[src/verilog/rv_core_pkg.sv]
package rv_core_pkg;

  localparam int XLEN      = 64;
  localparam int ILEN      = 32;  // instruction and wishbone data width
  localparam int REG_IDX_W = 5;
  localparam int NUM_REGS  = 32;

  localparam logic [XLEN-1:0] RESET_PC = 64'h8000_0000;
  localparam logic [XLEN-1:0] PC_STEP  = 64'd4;

  // only the major opcodes the core executes
  typedef enum logic [6:0] {
    OPC_OP     = 7'b0110011,
    OPC_OP_IMM = 7'b0010011,
    OPC_LUI    = 7'b0110111
  } opcode_e;

  typedef enum logic [3:0] {
    ALU_ADD,
    ALU_SUB,
    ALU_SLL,
    ALU_SLT,
    ALU_SLTU,
    ALU_XOR,
    ALU_SRL,
    ALU_SRA,
    ALU_OR,
    ALU_AND,
    ALU_PASS_B  // lui
  } alu_op_e;

  typedef enum logic {
    FETCH_IDLE,
    FETCH_REQ
  } fetch_state_e;

  // read-only wishbone classic master
  typedef struct packed {
    logic            cyc;
    logic            stb;
    logic [XLEN-1:0] adr;
  } wb_m2s_t;

  typedef struct packed {
    logic            ack;
    logic [ILEN-1:0] dat;
  } wb_s2m_t;

  typedef struct packed {
    logic            valid;
    logic [XLEN-1:0] pc;
    logic [ILEN-1:0] instr;
  } if_id_t;

  typedef struct packed {
    logic                 valid;
    logic [XLEN-1:0]      pc;
    logic [ILEN-1:0]      instr;
    alu_op_e              alu_op;
    logic                 use_imm;  // operand b from imm
    logic [XLEN-1:0]      imm;
    logic [REG_IDX_W-1:0] rs1;
    logic [REG_IDX_W-1:0] rs2;
    logic [XLEN-1:0]      rs1_val;
    logic [XLEN-1:0]      rs2_val;
    logic [REG_IDX_W-1:0] rd;
    logic                 wben;     // already low for rd == x0
  } id_ex_t;

  // EX/LS and LS/WB contents, also the forwarding source
  typedef struct packed {
    logic                 valid;
    logic [XLEN-1:0]      pc;
    logic [ILEN-1:0]      instr;
    logic [REG_IDX_W-1:0] rd;
    logic                 wben;
    logic [XLEN-1:0]      result;
  } stage_res_t;

  typedef struct packed {
    logic                 en;
    logic [REG_IDX_W-1:0] addr;
    logic [XLEN-1:0]      data;
  } rf_wr_t;

  typedef struct packed {
    logic                 valid;
    logic [XLEN-1:0]      pc;
    logic [ILEN-1:0]      instr;
    logic                 we;
    logic [REG_IDX_W-1:0] rd;
    logic [XLEN-1:0]      data;
  } commit_t;

endpackage

[src/verilog/fetch_unit.sv]
`timescale 1ns/1ps

module fetch_unit (
  input  logic                 clk_i,
  input  logic                 rst_n_i,
  input  rv_core_pkg::wb_s2m_t wb_s2m_i,
  output rv_core_pkg::wb_m2s_t wb_m2s_o,
  output rv_core_pkg::if_id_t  if_id_o
);

  rv_core_pkg::fetch_state_e       state_q;
  logic [rv_core_pkg::XLEN-1:0]    pc_q;
  logic                            req;
  logic                            hit;

  assign req = (state_q == rv_core_pkg::FETCH_REQ);
  assign hit = req & wb_s2m_i.ack;  // instruction accepted this cycle

  // cyc and stb come from the same term, adr only moves after an ack
  always_comb begin
    wb_m2s_o.cyc = req;
    wb_m2s_o.stb = req;
    wb_m2s_o.adr = pc_q;
  end

  // one idle cycle out of reset, then request forever
  always_ff @(posedge clk_i) begin
    if (!rst_n_i) begin
      state_q <= rv_core_pkg::FETCH_IDLE;
      pc_q    <= rv_core_pkg::RESET_PC;
    end else begin
      state_q <= rv_core_pkg::FETCH_REQ;
      if (hit) begin
        pc_q <= pc_q + rv_core_pkg::PC_STEP;  // sequential only
      end
    end
  end

  // IF/ID register, bubble when no ack
  always_ff @(posedge clk_i) begin
    if (!rst_n_i) begin
      if_id_o.valid <= 1'b0;
    end else begin
      if_id_o.valid <= hit;
      if (hit) begin
        if_id_o.pc    <= pc_q;
        if_id_o.instr <= wb_s2m_i.dat;
      end
    end
  end

endmodule

[config.mk]
export PLATFORM = sky130hd
export DESIGN_NAME = fetch_unit
export DESIGN_NICKNAME = d
export VERILOG_FILES = /design/src/verilog/rv_core_pkg.sv /design/src/verilog/fetch_unit.sv
export SDC_FILE = /design/constraint.sdc
export NUM_CORES = 1
export LEC_CHECK = 0
export BUFFER_PORTS_ARGS = -buffer_cell sky130_fd_sc_hd__buf_4
export CORE_MARGIN = 2
export CORE_UTILIZATION = 54
export CTS_CLUSTER_SIZE = 40
export DETAILED_ROUTE_END_ITERATION = 6
export GPL_TIMING_DRIVEN = 0
export PLACE_DENSITY_LB_ADDON = 0.25
export SYNTH_ARGS = -nofsm -noshare
export SYNTH_HDL_FRONTEND = slang
export SYNTH_SLANG_ARGS = --single-unit
export TNS_END_PERCENT = 100
[constraint.sdc]
create_clock -name clk_i -period 14.75 [get_ports clk_i]
set_input_delay 2.95 -clock clk_i [delete_from_list [all_inputs] [get_ports clk_i]]
set_output_delay 2.95 -clock clk_i [all_outputs]
set_load 0.02 [all_outputs]
## Word-level counts from Yosys, hierarchy flattened

Cells that the tools add are included.

- Muxes and demuxes: 1
- Reduce and logical (&&, ||, !) cells: 1
- Add/subtract/negate cells: 1
- Bitwise logic cells: 1

Operator list:

| operator | number |
|---|---|
| $add 64x3->64 const B | 1 |
| $reduce_and 2->1 | 1 |
| $and 1x1->1 | 1 |
| $mux 1 | 1 |

- Bits of input ports: 35
- Register bits: 162

## Longest topological paths before layout

- Word-level depth: 2
- Gate-level depth with buffers: 7
- Depth with buffers taken out: 6

## Worst setup path before layout

No wires, ideal clock.

- Kind: input to register
- From: input port rst_n_i
- To: register if_id_o[0] (netlist bit) (enable)
- Slack: 6.496 ns
- Stages: 5
- Arrival time: 7.706 ns
- Path buffers: 3
- Data required time: 14.203 ns
- Path through: clkbuf_1 inv_1 buf_1 buf_1 nor2_1

- Cells in the longest elaborated chain, start to end: 1

RTL lines:

| item | RTL line | RTL |
|---|---|---|
| start, declared | fetch_unit.sv:5 | `input logic rst_n_i,` |
| $reduce_and 2->1 (no source line) | -- |  |
| end, declared | fetch_unit.sv:8 | `output rv_core_pkg::if_id_t if_id_o` |

Every way passes these cells.
A chain may end at the register's enable or synchronous reset.

## Worst setup path in the final report

- From: input port rst_n_i
- To: register if_id_o[76] (netlist bit) (enable)

Same word-level chain as after synthesis.

==> run summary <==
• status: completed
• Worst path most repeated cell: buf_1
• routed via count divided by cell count: 5.44
• Fmax: 184 MHz
• total number of vias: 4,498
• data required time of the critical path: 14.96 ns
• Min Clock Period, post-route: 5.45 ns
• buffers added on ports: 193
• cell taking the most area after synthesis: edfxtp_1
• slowest cell on the critical path: nor2_4
• synthesized area: 0.00588 sq mm
• worst vdd rail ir drop: 0.102 mV
• share of synthesized area occupied by flip-flops and latches: 69.8%
• post-detailed-route wirelength per cell: 17.4 um
• largest incremental delay on the critical path: 0.84 ns
• Post-synth top flop: edfxtp_1
• Fin Clk Skew: 0.00855 ns
• I/O Pins: 198
• fraction of final layout cells sized beyond drive strength 1: 36.5%
• number of register bits inferred by synthesis: 158
• power per unit of standard cell area: 112 mW/mm^2
• maximum capacitance violations: 0
• final setup fails: 0
• clock transition time at the flip-flop clock pins of the worst setup and hold paths: 0.06 ns
• HPWL Detailed: 10.3 mm
• wire length of the first global-routing pass: 22.0 mm
• initial standard-cell utilization of the core: 54.7%
• largest driver fanout on the critical path: 33
• setup ws final: 9.30 ns
• DP Worst Slack: 8.71 ns
• Avg Cell Area, Syn: 12.9 sq um
• Critical Path Start Type: input pin
• finished layout cell area: 0.00813 sq mm
• leakage power: 3.31 nW
• x dimension of the die: 108 um
• fraction of registers with async set or reset after synthesis: 0%
• worst-skew pair later-pin latency: 0.52 ns
• Layout Area Growth over Synthesis: 38.3%
• DRC viols: 0
• number of buffers created by CTS: 17
• root buf cell: clkbuf_8
• Distinct cells, synth: 40
• number of failing hold endpoints at the final stage: 0
• area of the placeable core: 0.0107 sq mm
• sink count of the clock tree: 158
• nature of the critical path endpoint: flop
• kind of critical path: in2reg
• number of cells upsized or downsized after cts: 0
• number of cells on the worst hold path: 0
• series of cell instances along the critical path: buf_4 -> clkbuf_1 -> inv_1 -> buf_1 -> buf_1 -> nor2_4 -> buf_12
• Final Wtd Congestion: 0.838
• number of optimization iterations in the first detailed-route pass: 5
• aggregate negative setup slack: 0 ns
• GRT Total Usage: 24.8%
• DIE AREA: 0.0117 sq mm
• normalized max-slew margin: 35.7%
• number of standard-cell rows in the floorplan: 38
• Top Family by Delay on Critical Path: buffers and inverters
• post-route ant nets: 0
• count of pins over their slew limit: 0
• remaining global-route overflow: 0
• Post-CTS Setup Inserts: 0
• synth top area cells: edfxtp_1 (48%), dfxtp_1 (22%), xor2_1 (3.9%)
• Starting DRT DRC Count: 274
• Die Ht: 108 um
• post-synthesis cell count: 457
• pin slew with the least headroom to its limit: 0.962 ns
• RSZ-0062 raised after global routing: no
• post-route fraction of the period consumed by the critical path: 36.9%
• DRT Wirelength: 14.4 mm
• initial antenna violation count: 0
• Register-to-Register Path Depth: 7
• clock tree from TritonCTS: done
• deepest clock path buffer count: 2
• count of nets after finishing: 710
• Hold WC Path Type: reg2reg
• synth warn: 0
• critical path depth in cells: 7
• area after detailed placement: 0.00756 sq mm
• top cell type's share of synthesized area: 48.0%
• number of enable-type register cells in the synthesized netlist: 94
• maximum number of pins on one net before global-route repair: 34
• count of inserted antenna diode cells: 0
• CTS H-tree depth: 4
• cts hold-fix bufs: 0
• via count of the first global-routing pass: 4,280
• arrival time at the worst endpoint: 5.66 ns
• Crit path buffers/inverters: 6
worst paths after layout:
kind	slack, ns	from	end
worst min-delay path	0.50	pc_q[63]	if_id_o[95]
worst min register to register	0.50	pc_q[63]	if_id_o[95]
worst max-delay path	9.30	rst_n_i	if_id_o[76]
worst max register to register	12.20	pc_q[2]	pc_q[62]
cell usage after synthesis (10+ instances only):
cell type / count
nand3_1: 22
inv_1: 10
or3_1: 17
nor2_1: 43
o21ai_0: 17
dfxtp_1: 64
nand2_1: 31
a21oi_1: 24
xor2_1: 26
edfxtp_1: 94
nand4_1: 25
state kept, by name, summed over array words and instances, names as in the netlist:
register	count
if_id_o	95
pc_q	62
req	1
power by group:
group	switching, mW	internal, mW
clock network	0.170	0.238
logic	0.0169	0.0126
registers	0.00173	0.470
total	0.188	0.720
stage by stage:
step / power (mW) / hold WS [ns] / util (%) / std cells
after global placement: 0.510 / 0.468 / 69.9 / 793
final: 0.909 / 0.500 / 75.7 / 827
after floorplan: 0.495 / 0.508 / - / 460
after detailed placement: 0.511 / 0.480 / 70.4 / 795
after global routing: 0.934 / 0.527 / 75.7 / 827
after CTS: 0.913 / 0.495 / 75.7 / 827
cell families after synthesis:
group	share of synthesized area, %
buf+inv	2.26
xor+xnor	4.77
flops	69.8
compound gates	5.19
fa+ha+maj	0.213
other cells	0.0638
simple gates	17.5
mux	0.170
layout make-up:
class	instances	area, sq um
Clock inverter	12	111
Tap cell	140	175
Clock buffer	20	455
Sequential cell	158	4100
Timing Repair Buffer	195	1490
Fill cell	707	2620
Buffer	18	95.1
Multi-Input combinational cell	274	1660
Inverter	10	37.5
layer usage:
| metal | up-vias | routed length, um | GRT usage (%) |
|---|---|---|---|
| met5 | - | 0 | 0 |
| met4 | 0 | 183 | 8.79 |
| met3 | 15 | 1070 | 5.91 |
| met2 | 207 | 7320 | 42.5 |
| met1 | 2156 | 5830 | 30.8 |
| li1 | 2120 | - | - |
cell usage in the layout (no fill, tap or decap), drive strengths merged:
cell type	netlist	routed
xnor2	6	6
ha	1	1
or3	19	19
nor2	43	43
dfxtp	64	64
conb	1	4
o21bai	3	3
buf	13	208
o31ai	6	6
o311ai	1	1
clkinvlp	0	2
or2	2	2
mux2i	1	1
a21boi	1	1
inv	10	12
nor3	5	5
nand4	28	28
nand2b	1	1
and4	2	2
a21oi	24	24
or4	6	6
nor4b	1	1
and3	6	6
o21a	1	1
and2	4	4
bufinv	0	1
o41ai	1	1
clkbuf	5	25
edfxtp	94	94
clkinv	0	7
o21ai	17	17
nor4	11	11
nand3	23	23
xor2	26	26
nand2	31	31
No activity file was read; power rests on OpenSTA's default activity.
