[src/verilog/rv_core_pkg.sv]
package rv_core_pkg;

  localparam int XLEN      = 64;
  localparam int ILEN      = 32;  // instruction and wishbone data width
  localparam int REG_IDX_W = 5;
  localparam int NUM_REGS  = 32;

  localparam logic [XLEN-1:0] RESET_PC = 64'h8000_0000;
  localparam logic [XLEN-1:0] PC_STEP  = 64'd4;

  // only the major opcodes the core executes
  typedef enum logic [6:0] {
    OPC_OP     = 7'b0110011,
    OPC_OP_IMM = 7'b0010011,
    OPC_LUI    = 7'b0110111
  } opcode_e;

  typedef enum logic [3:0] {
    ALU_ADD,
    ALU_SUB,
    ALU_SLL,
    ALU_SLT,
    ALU_SLTU,
    ALU_XOR,
    ALU_SRL,
    ALU_SRA,
    ALU_OR,
    ALU_AND,
    ALU_PASS_B  // lui
  } alu_op_e;

  typedef enum logic {
    FETCH_IDLE,
    FETCH_REQ
  } fetch_state_e;

  // read-only wishbone classic master
  typedef struct packed {
    logic            cyc;
    logic            stb;
    logic [XLEN-1:0] adr;
  } wb_m2s_t;

  typedef struct packed {
    logic            ack;
    logic [ILEN-1:0] dat;
  } wb_s2m_t;

  typedef struct packed {
    logic            valid;
    logic [XLEN-1:0] pc;
    logic [ILEN-1:0] instr;
  } if_id_t;

  typedef struct packed {
    logic                 valid;
    logic [XLEN-1:0]      pc;
    logic [ILEN-1:0]      instr;
    alu_op_e              alu_op;
    logic                 use_imm;  // operand b from imm
    logic [XLEN-1:0]      imm;
    logic [REG_IDX_W-1:0] rs1;
    logic [REG_IDX_W-1:0] rs2;
    logic [XLEN-1:0]      rs1_val;
    logic [XLEN-1:0]      rs2_val;
    logic [REG_IDX_W-1:0] rd;
    logic                 wben;     // already low for rd == x0
  } id_ex_t;

  // EX/LS and LS/WB contents, also the forwarding source
  typedef struct packed {
    logic                 valid;
    logic [XLEN-1:0]      pc;
    logic [ILEN-1:0]      instr;
    logic [REG_IDX_W-1:0] rd;
    logic                 wben;
    logic [XLEN-1:0]      result;
  } stage_res_t;

  typedef struct packed {
    logic                 en;
    logic [REG_IDX_W-1:0] addr;
    logic [XLEN-1:0]      data;
  } rf_wr_t;

  typedef struct packed {
    logic                 valid;
    logic [XLEN-1:0]      pc;
    logic [ILEN-1:0]      instr;
    logic                 we;
    logic [REG_IDX_W-1:0] rd;
    logic [XLEN-1:0]      data;
  } commit_t;

endpackage

[src/verilog/retire_stage.sv]
`timescale 1ns/1ps

module retire_stage (
  input  logic                    clk_i,
  input  logic                    rst_n_i,
  input  rv_core_pkg::stage_res_t ls_res_i,
  output rv_core_pkg::stage_res_t wb_res_o,
  output rv_core_pkg::rf_wr_t     rf_wr_o,
  output rv_core_pkg::commit_t    commit_o
);

  logic wr_en;

  // LS/WB register, ls stage only carries the alu result through
  always_ff @(posedge clk_i) begin
    if (!rst_n_i) begin
      wb_res_o.valid <= 1'b0;
    end else begin
      wb_res_o <= ls_res_i;
    end
  end

  assign wr_en = wb_res_o.valid & wb_res_o.wben;

  // register write lands in the same cycle as commit
  always_comb begin
    rf_wr_o.en   = wr_en;
    rf_wr_o.addr = wb_res_o.rd;
    rf_wr_o.data = wb_res_o.result;
  end

  // commit port for the external checker
  always_comb begin
    commit_o.valid = wb_res_o.valid;
    commit_o.pc    = wb_res_o.pc;
    commit_o.instr = wb_res_o.instr;
    commit_o.we    = wr_en;
    commit_o.rd    = wb_res_o.rd;
    commit_o.data  = wb_res_o.result;  // shown even when we is low
  end

endmodule

[config.mk]
export PLATFORM = sky130hd
export DESIGN_NAME = retire_stage
export DESIGN_NICKNAME = d
export VERILOG_FILES = /design/src/verilog/rv_core_pkg.sv /design/src/verilog/retire_stage.sv
export SDC_FILE = /design/constraint.sdc
export NUM_CORES = 1
export LEC_CHECK = 0
export BUFFER_PORTS_ARGS = -buffer_cell sky130_fd_sc_hd__buf_2
export CAP_MARGIN = 25
export CORE_AREA = 2 2 221 223
export CTS_CLUSTER_SIZE = 10
export DETAILED_ROUTE_END_ITERATION = 10
export DIE_AREA = 0 0 223 225
export GPL_TIMING_DRIVEN = 0
export PLACE_DENSITY = 0.37
export SYNTH_ARGS = -nofsm -noshare
export SYNTH_HDL_FRONTEND = slang
export SYNTH_SLANG_ARGS = --single-unit
export TNS_END_PERCENT = 100
[constraint.sdc]
create_clock -name clk_i -period 0.8 [get_ports clk_i]
set_input_delay 0 -clock clk_i [delete_from_list [all_inputs] [get_ports clk_i]]
set_output_delay 0 -clock clk_i [all_outputs]
set_load 0.05 [all_outputs]
# Word level (Yosys, flattened, before mapping)
# Cells that the tools add are included.
[totals] ff_bits=167
[op_classes] bitwise_logic=1
[op_table] op="$and A1 B1 Y1" count=1

# Depth between registers and ports, before layout
[logic_depth] depth_word=1 depth_mapped=2 depth_no_buf=1

# Worst setup path after synthesis
# Ideal clock, no wire load.
[synth_path] path_kind="flip-flop to output port" start="register wb_res_o, in the netlist commit_o[166]" end="output commit_o[69] in the netlist's numbering" n_path_buf=1 slack_ns=-0.224 required_time_ns=0.800 t_arrival_ns=1.024 path_stages_with_launch=3 path_cell_list="dfxtp_1 > and2_1 > buf_4"
[synth_via] elab_chain_cells=1
[synth_lines] element="start, declared" line_no="retire_stage.sv:7" source="output rv_core_pkg::stage_res_t wb_res_o,"
[synth_lines] element="start signal, assigned" line_no="retire_stage.sv:19" source="wb_res_o <= ls_res_i;"
[synth_lines] element="$and A1 B1 Y1" line_no="retire_stage.sv:23" source="assign wr_en = wb_res_o.valid & wb_res_o.wben;"
[synth_lines] element="end, declared" line_no="retire_stage.sv:9" source="output rv_core_pkg::commit_t commit_o"
# No other way between the ends.

# Worst setup path in the final report
[layout_path] start="register wb_res_o[64] in the netlist's numbering" end="output rf_wr_o[69] in the netlist's numbering"
[layout_via] elab_chain_cells=1
[layout_lines] element="$and A1 B1 Y1" line_no="retire_stage.sv:23"
[layout_lines] element="end, declared" line_no="retire_stage.sv:8" source="output rv_core_pkg::rf_wr_t rf_wr_o,"
# No other way between the ends.

==> flow_summary.rst <==
.. list-table::
   :header-rows: 1

   * - Metric
     - Value
   * - Via density per instance
     - 3.19
   * - Gate Count Post-Synth
     - 406
   * - Count of warnings emitted by yosys
     - 0
   * - Initial antenna violation count
     - 1
   * - Core utilization of the finished layout
     - 35.4%
   * - Number of clock buffers inserted by TritonCTS
     - 17
   * - Placeable core region
     - 47,500 sq um
   * - Register clock-pin slew on the reported worst setup and hold paths
     - 0.06 ns
   * - Synthesized net count
     - 575
   * - Final-stage net count
     - 1,338
   * - Number of cell rows
     - 80
   * - Net switching power
     - 0.0117 W
   * - Critical-path cell with the highest stage delay
     - edfxtp_1
   * - Detailed-route via count
     - 5,727
   * - Post-Place Worst Slack
     - -0.605 ns
   * - Avg WL per Cell
     - 15.0 um
   * - Post-synth design cell area
     - 6800 sq um
   * - GRT Residual Overflow
     - 0
   * - Required time at the worst-slack endpoint
     - 0.80 ns
   * - Overall die width
     - 223 um
   * - # Max-Cap Violations
     - 0
   * - Clock sink total
     - 167
   * - Antenna Nets Post-Route
     - 0
   * - Largest incremental delay on the critical path
     - 0.38 ns
   * - Initial DRC count
     - 133
   * - Detailed-routing iteration count for the pre-antenna-repair pass
     - 4
   * - Routability cong.
     - 0.704
   * - Unrepaired setup endpoints after global routing
     - yes
   * - Switch share
     - 35.5%
   * - Share of the clock period used by the worst path
     - 164%
   * - Sequential group share of total power
     - 34.3%
   * - DP Wirelength
     - 18,700 um
   * - Register area share after synthesis
     - 73.6%
   * - Internal power of the cells
     - 0.0212 W
   * - Share of final-layout standard cells stronger than drive strength 1
     - 71.2%
   * - Average cell area after synthesis
     - 16.7 sq um
   * - Comb power frac
     - 40.9%
   * - TritonCTS clock tree
     - done
   * - Post-layout total power
     - 0.0329 W
   * - Number of distinct library cell variants in the gate-level netlist after synthesis
     - 4
   * - Filler Cell Count
     - 4,528
   * - CP endpoint kind
     - output pin
   * - List of cells traversed by the critical path
     - and2_4 -> buf_6 -> buf_8
   * - First-pass GRT wire length
     - 38,600 um
   * - Hold Crit Class
     - in -> reg
   * - Number of enable-type register cells in the synthesized netlist
     - 166
   * - Failing checks
     - negative hold slack, negative setup slack
   * - Transition at the pin with the smallest max-transition slack
     - 0.520 ns
   * - Reg area
     - 5010 sq um
   * - Top-Level Pins
     - 573
   * - Overall Global Routing Usage
     - 10.5%
   * - Number of storage elements in the synthesis netlist
     - 167
   * - Clock share of power
     - 24.8%
   * - Area share of the leading cell type in the synthesized netlist
     - 73.3%
   * - Maximum number of pins on one net before global-route repair
     - 88
   * - Combined area of the multi-input logic cells
     - 15.0 sq um
   * - Total die area
     - 50,200 sq um
   * - Arrival time reported for the critical path endpoint
     - 1.31 ns
   * - Starting utilization of the core area
     - 14.3%
   * - Status
     - finished, violations left
   * - Total number of H-tree levels
     - 4
   * - Pleak
     - 7.45 nW
   * - Kind of start point of the critical path
     - flop
   * - Final setup vio count
     - 404
   * - Vias in the first global route
     - 6,446
   * - Number of slew-limit violations in the final report
     - 0
   * - Critical-path maximum fanout
     - 2
   * - Pwr Density
     - 1950 nW/um^2
   * - Slew HR
     - 65.3%
   * - Maximum achievable frequency
     - 0.763 GHz
   * - Count of buffers from port buffering
     - 572
   * - Quantity of hold-fixing buffers added after cts
     - 167
   * - Growth of design area from synthesis to finish
     - 148%
   * - Peak supply drop
     - 0.00128 V
   * - Share of flip-flops with an asynchronous set or reset after synthesis
     - 0%
   * - Crit Path Category
     - reg -> out
   * - Final hold vios
     - 21
   * - PnR worst setup slack
     - -0.510 ns
   * - Remaining DRCs
     - 0
   * - Ranking of synthesized cells by instance count
     - buf_4 (237), edfxtp_1 (166), and2_1 (2)
   * - Main area contributors after synthesis
     - edfxtp_1 (73%), buf_4 (26%), dfxtp_1 (0.29%)
   * - CTS Root Buffer Type
     - clkbuf_16
   * - Most frequent cell after synthesis
     - buf_4
   * - Most frequently used flop master after synthesis
     - edfxtp_1
   * - Drt total wl
     - 27,000 um
   * - Height of the die
     - 225 um
   * - Shortest period the worst path allows
     - 1.31 ns
   * - Maximum count of clock buffers along a single path
     - 2
   * - WHS
     - -0.0621 ns
   * - Largest area contributor in the synthesized netlist
     - edfxtp_1
worst max-delay path: cells and delay by family (launching register included):
family / cells / cell delay (ns)
buffers and inverters: 2 / 0.26
flip-flops: 1 / 0.38
AND/OR/NAND/NOR: 1 / 0.19
layer usage:
layer / vias up / GRT usage, % / wire length [um]
li1: 2688 / - / -
met3: 22 / 4.21 / 1970
met2: 300 / 19.8 / 15500
met5: - / 0 / 0
met4: 0 / 3.88 / 399
met1: 2717 / 10.3 / 9220
cells by family after synthesis:
family	count (synthesis)	share of synthesized area (%)
buffers and inverters	237	26.2
and+or+nand+nor	2	0.184
DFF	167	73.6
what timing repair did:
item,CTS,global route
buffers inserted,3,2
pin swaps,1,0
endpoints found under the hold margin,247,43
resized for setup,863,125
setup endpoints to repair,479,404
power by group through the flow:
stage          registers (W)  logic [W]  clock network (W)
3_3_place_gp          0.0114    0.00985                  0
3_5_place_dp          0.0113    0.00984                  0
2_1_floorplan         0.0135    0.00527                  0
6_report              0.0113     0.0134            0.00816
5_1_grt               0.0114     0.0138            0.00886
4_1_cts               0.0113     0.0129            0.00865
final cells by class:
cell class / instances / area share (%)
diodes: 1 / 0.0148
plain buffers: 237 / 15.8
clock buffers: 29 / 3.15
clock inverters: 3 / 0.238
multi-input cells: 2 / 0.0891
flip-flops and latches: 167 / 29.7
well taps: 615 / 4.57
repair buffers: 744 / 46.4
per-stage QoR:
step | std cells | setup TNS [ns] | area [sq um]
floorplan | 406 | -19.28 | 7690
global placement | 1593 | -438.54 | 11300
detailed placement | 1594 | -61.03 | 11400
CTS | 1796 | -176.64 | 16400
global route | 1797 | -178.99 | 16800
finish | 1798 | -149.02 | 16900
path summary, 6_finish.rpt:
| check | startpoint | endpoint | slack, ns | depth (start not counted) |
|---|---|---|---|---|
| setup / recovery | wb_res_o[64]$_DFFE_PP_ | rf_wr_o[69] | -0.51 | 3 |
| hold / removal | rst_n_i | commit_o[149]$_DFFE_PP_ | -0.06 | 1 |
state kept, by name, indices dropped and copies added (netlist names):
signal / flops
commit_o: 166
wb_res_o: 1
cell usage in the layout (no fill, tap or decap), drive strengths merged:
cell type and count:
dfxtp 1, bufinv 1, diode 1, edfxtp 166
clkinv 2, and2 2, buf 814, clkbuf 29
dlygate4sd3 167
Note: power is estimated with default switching activity, not from simulation.
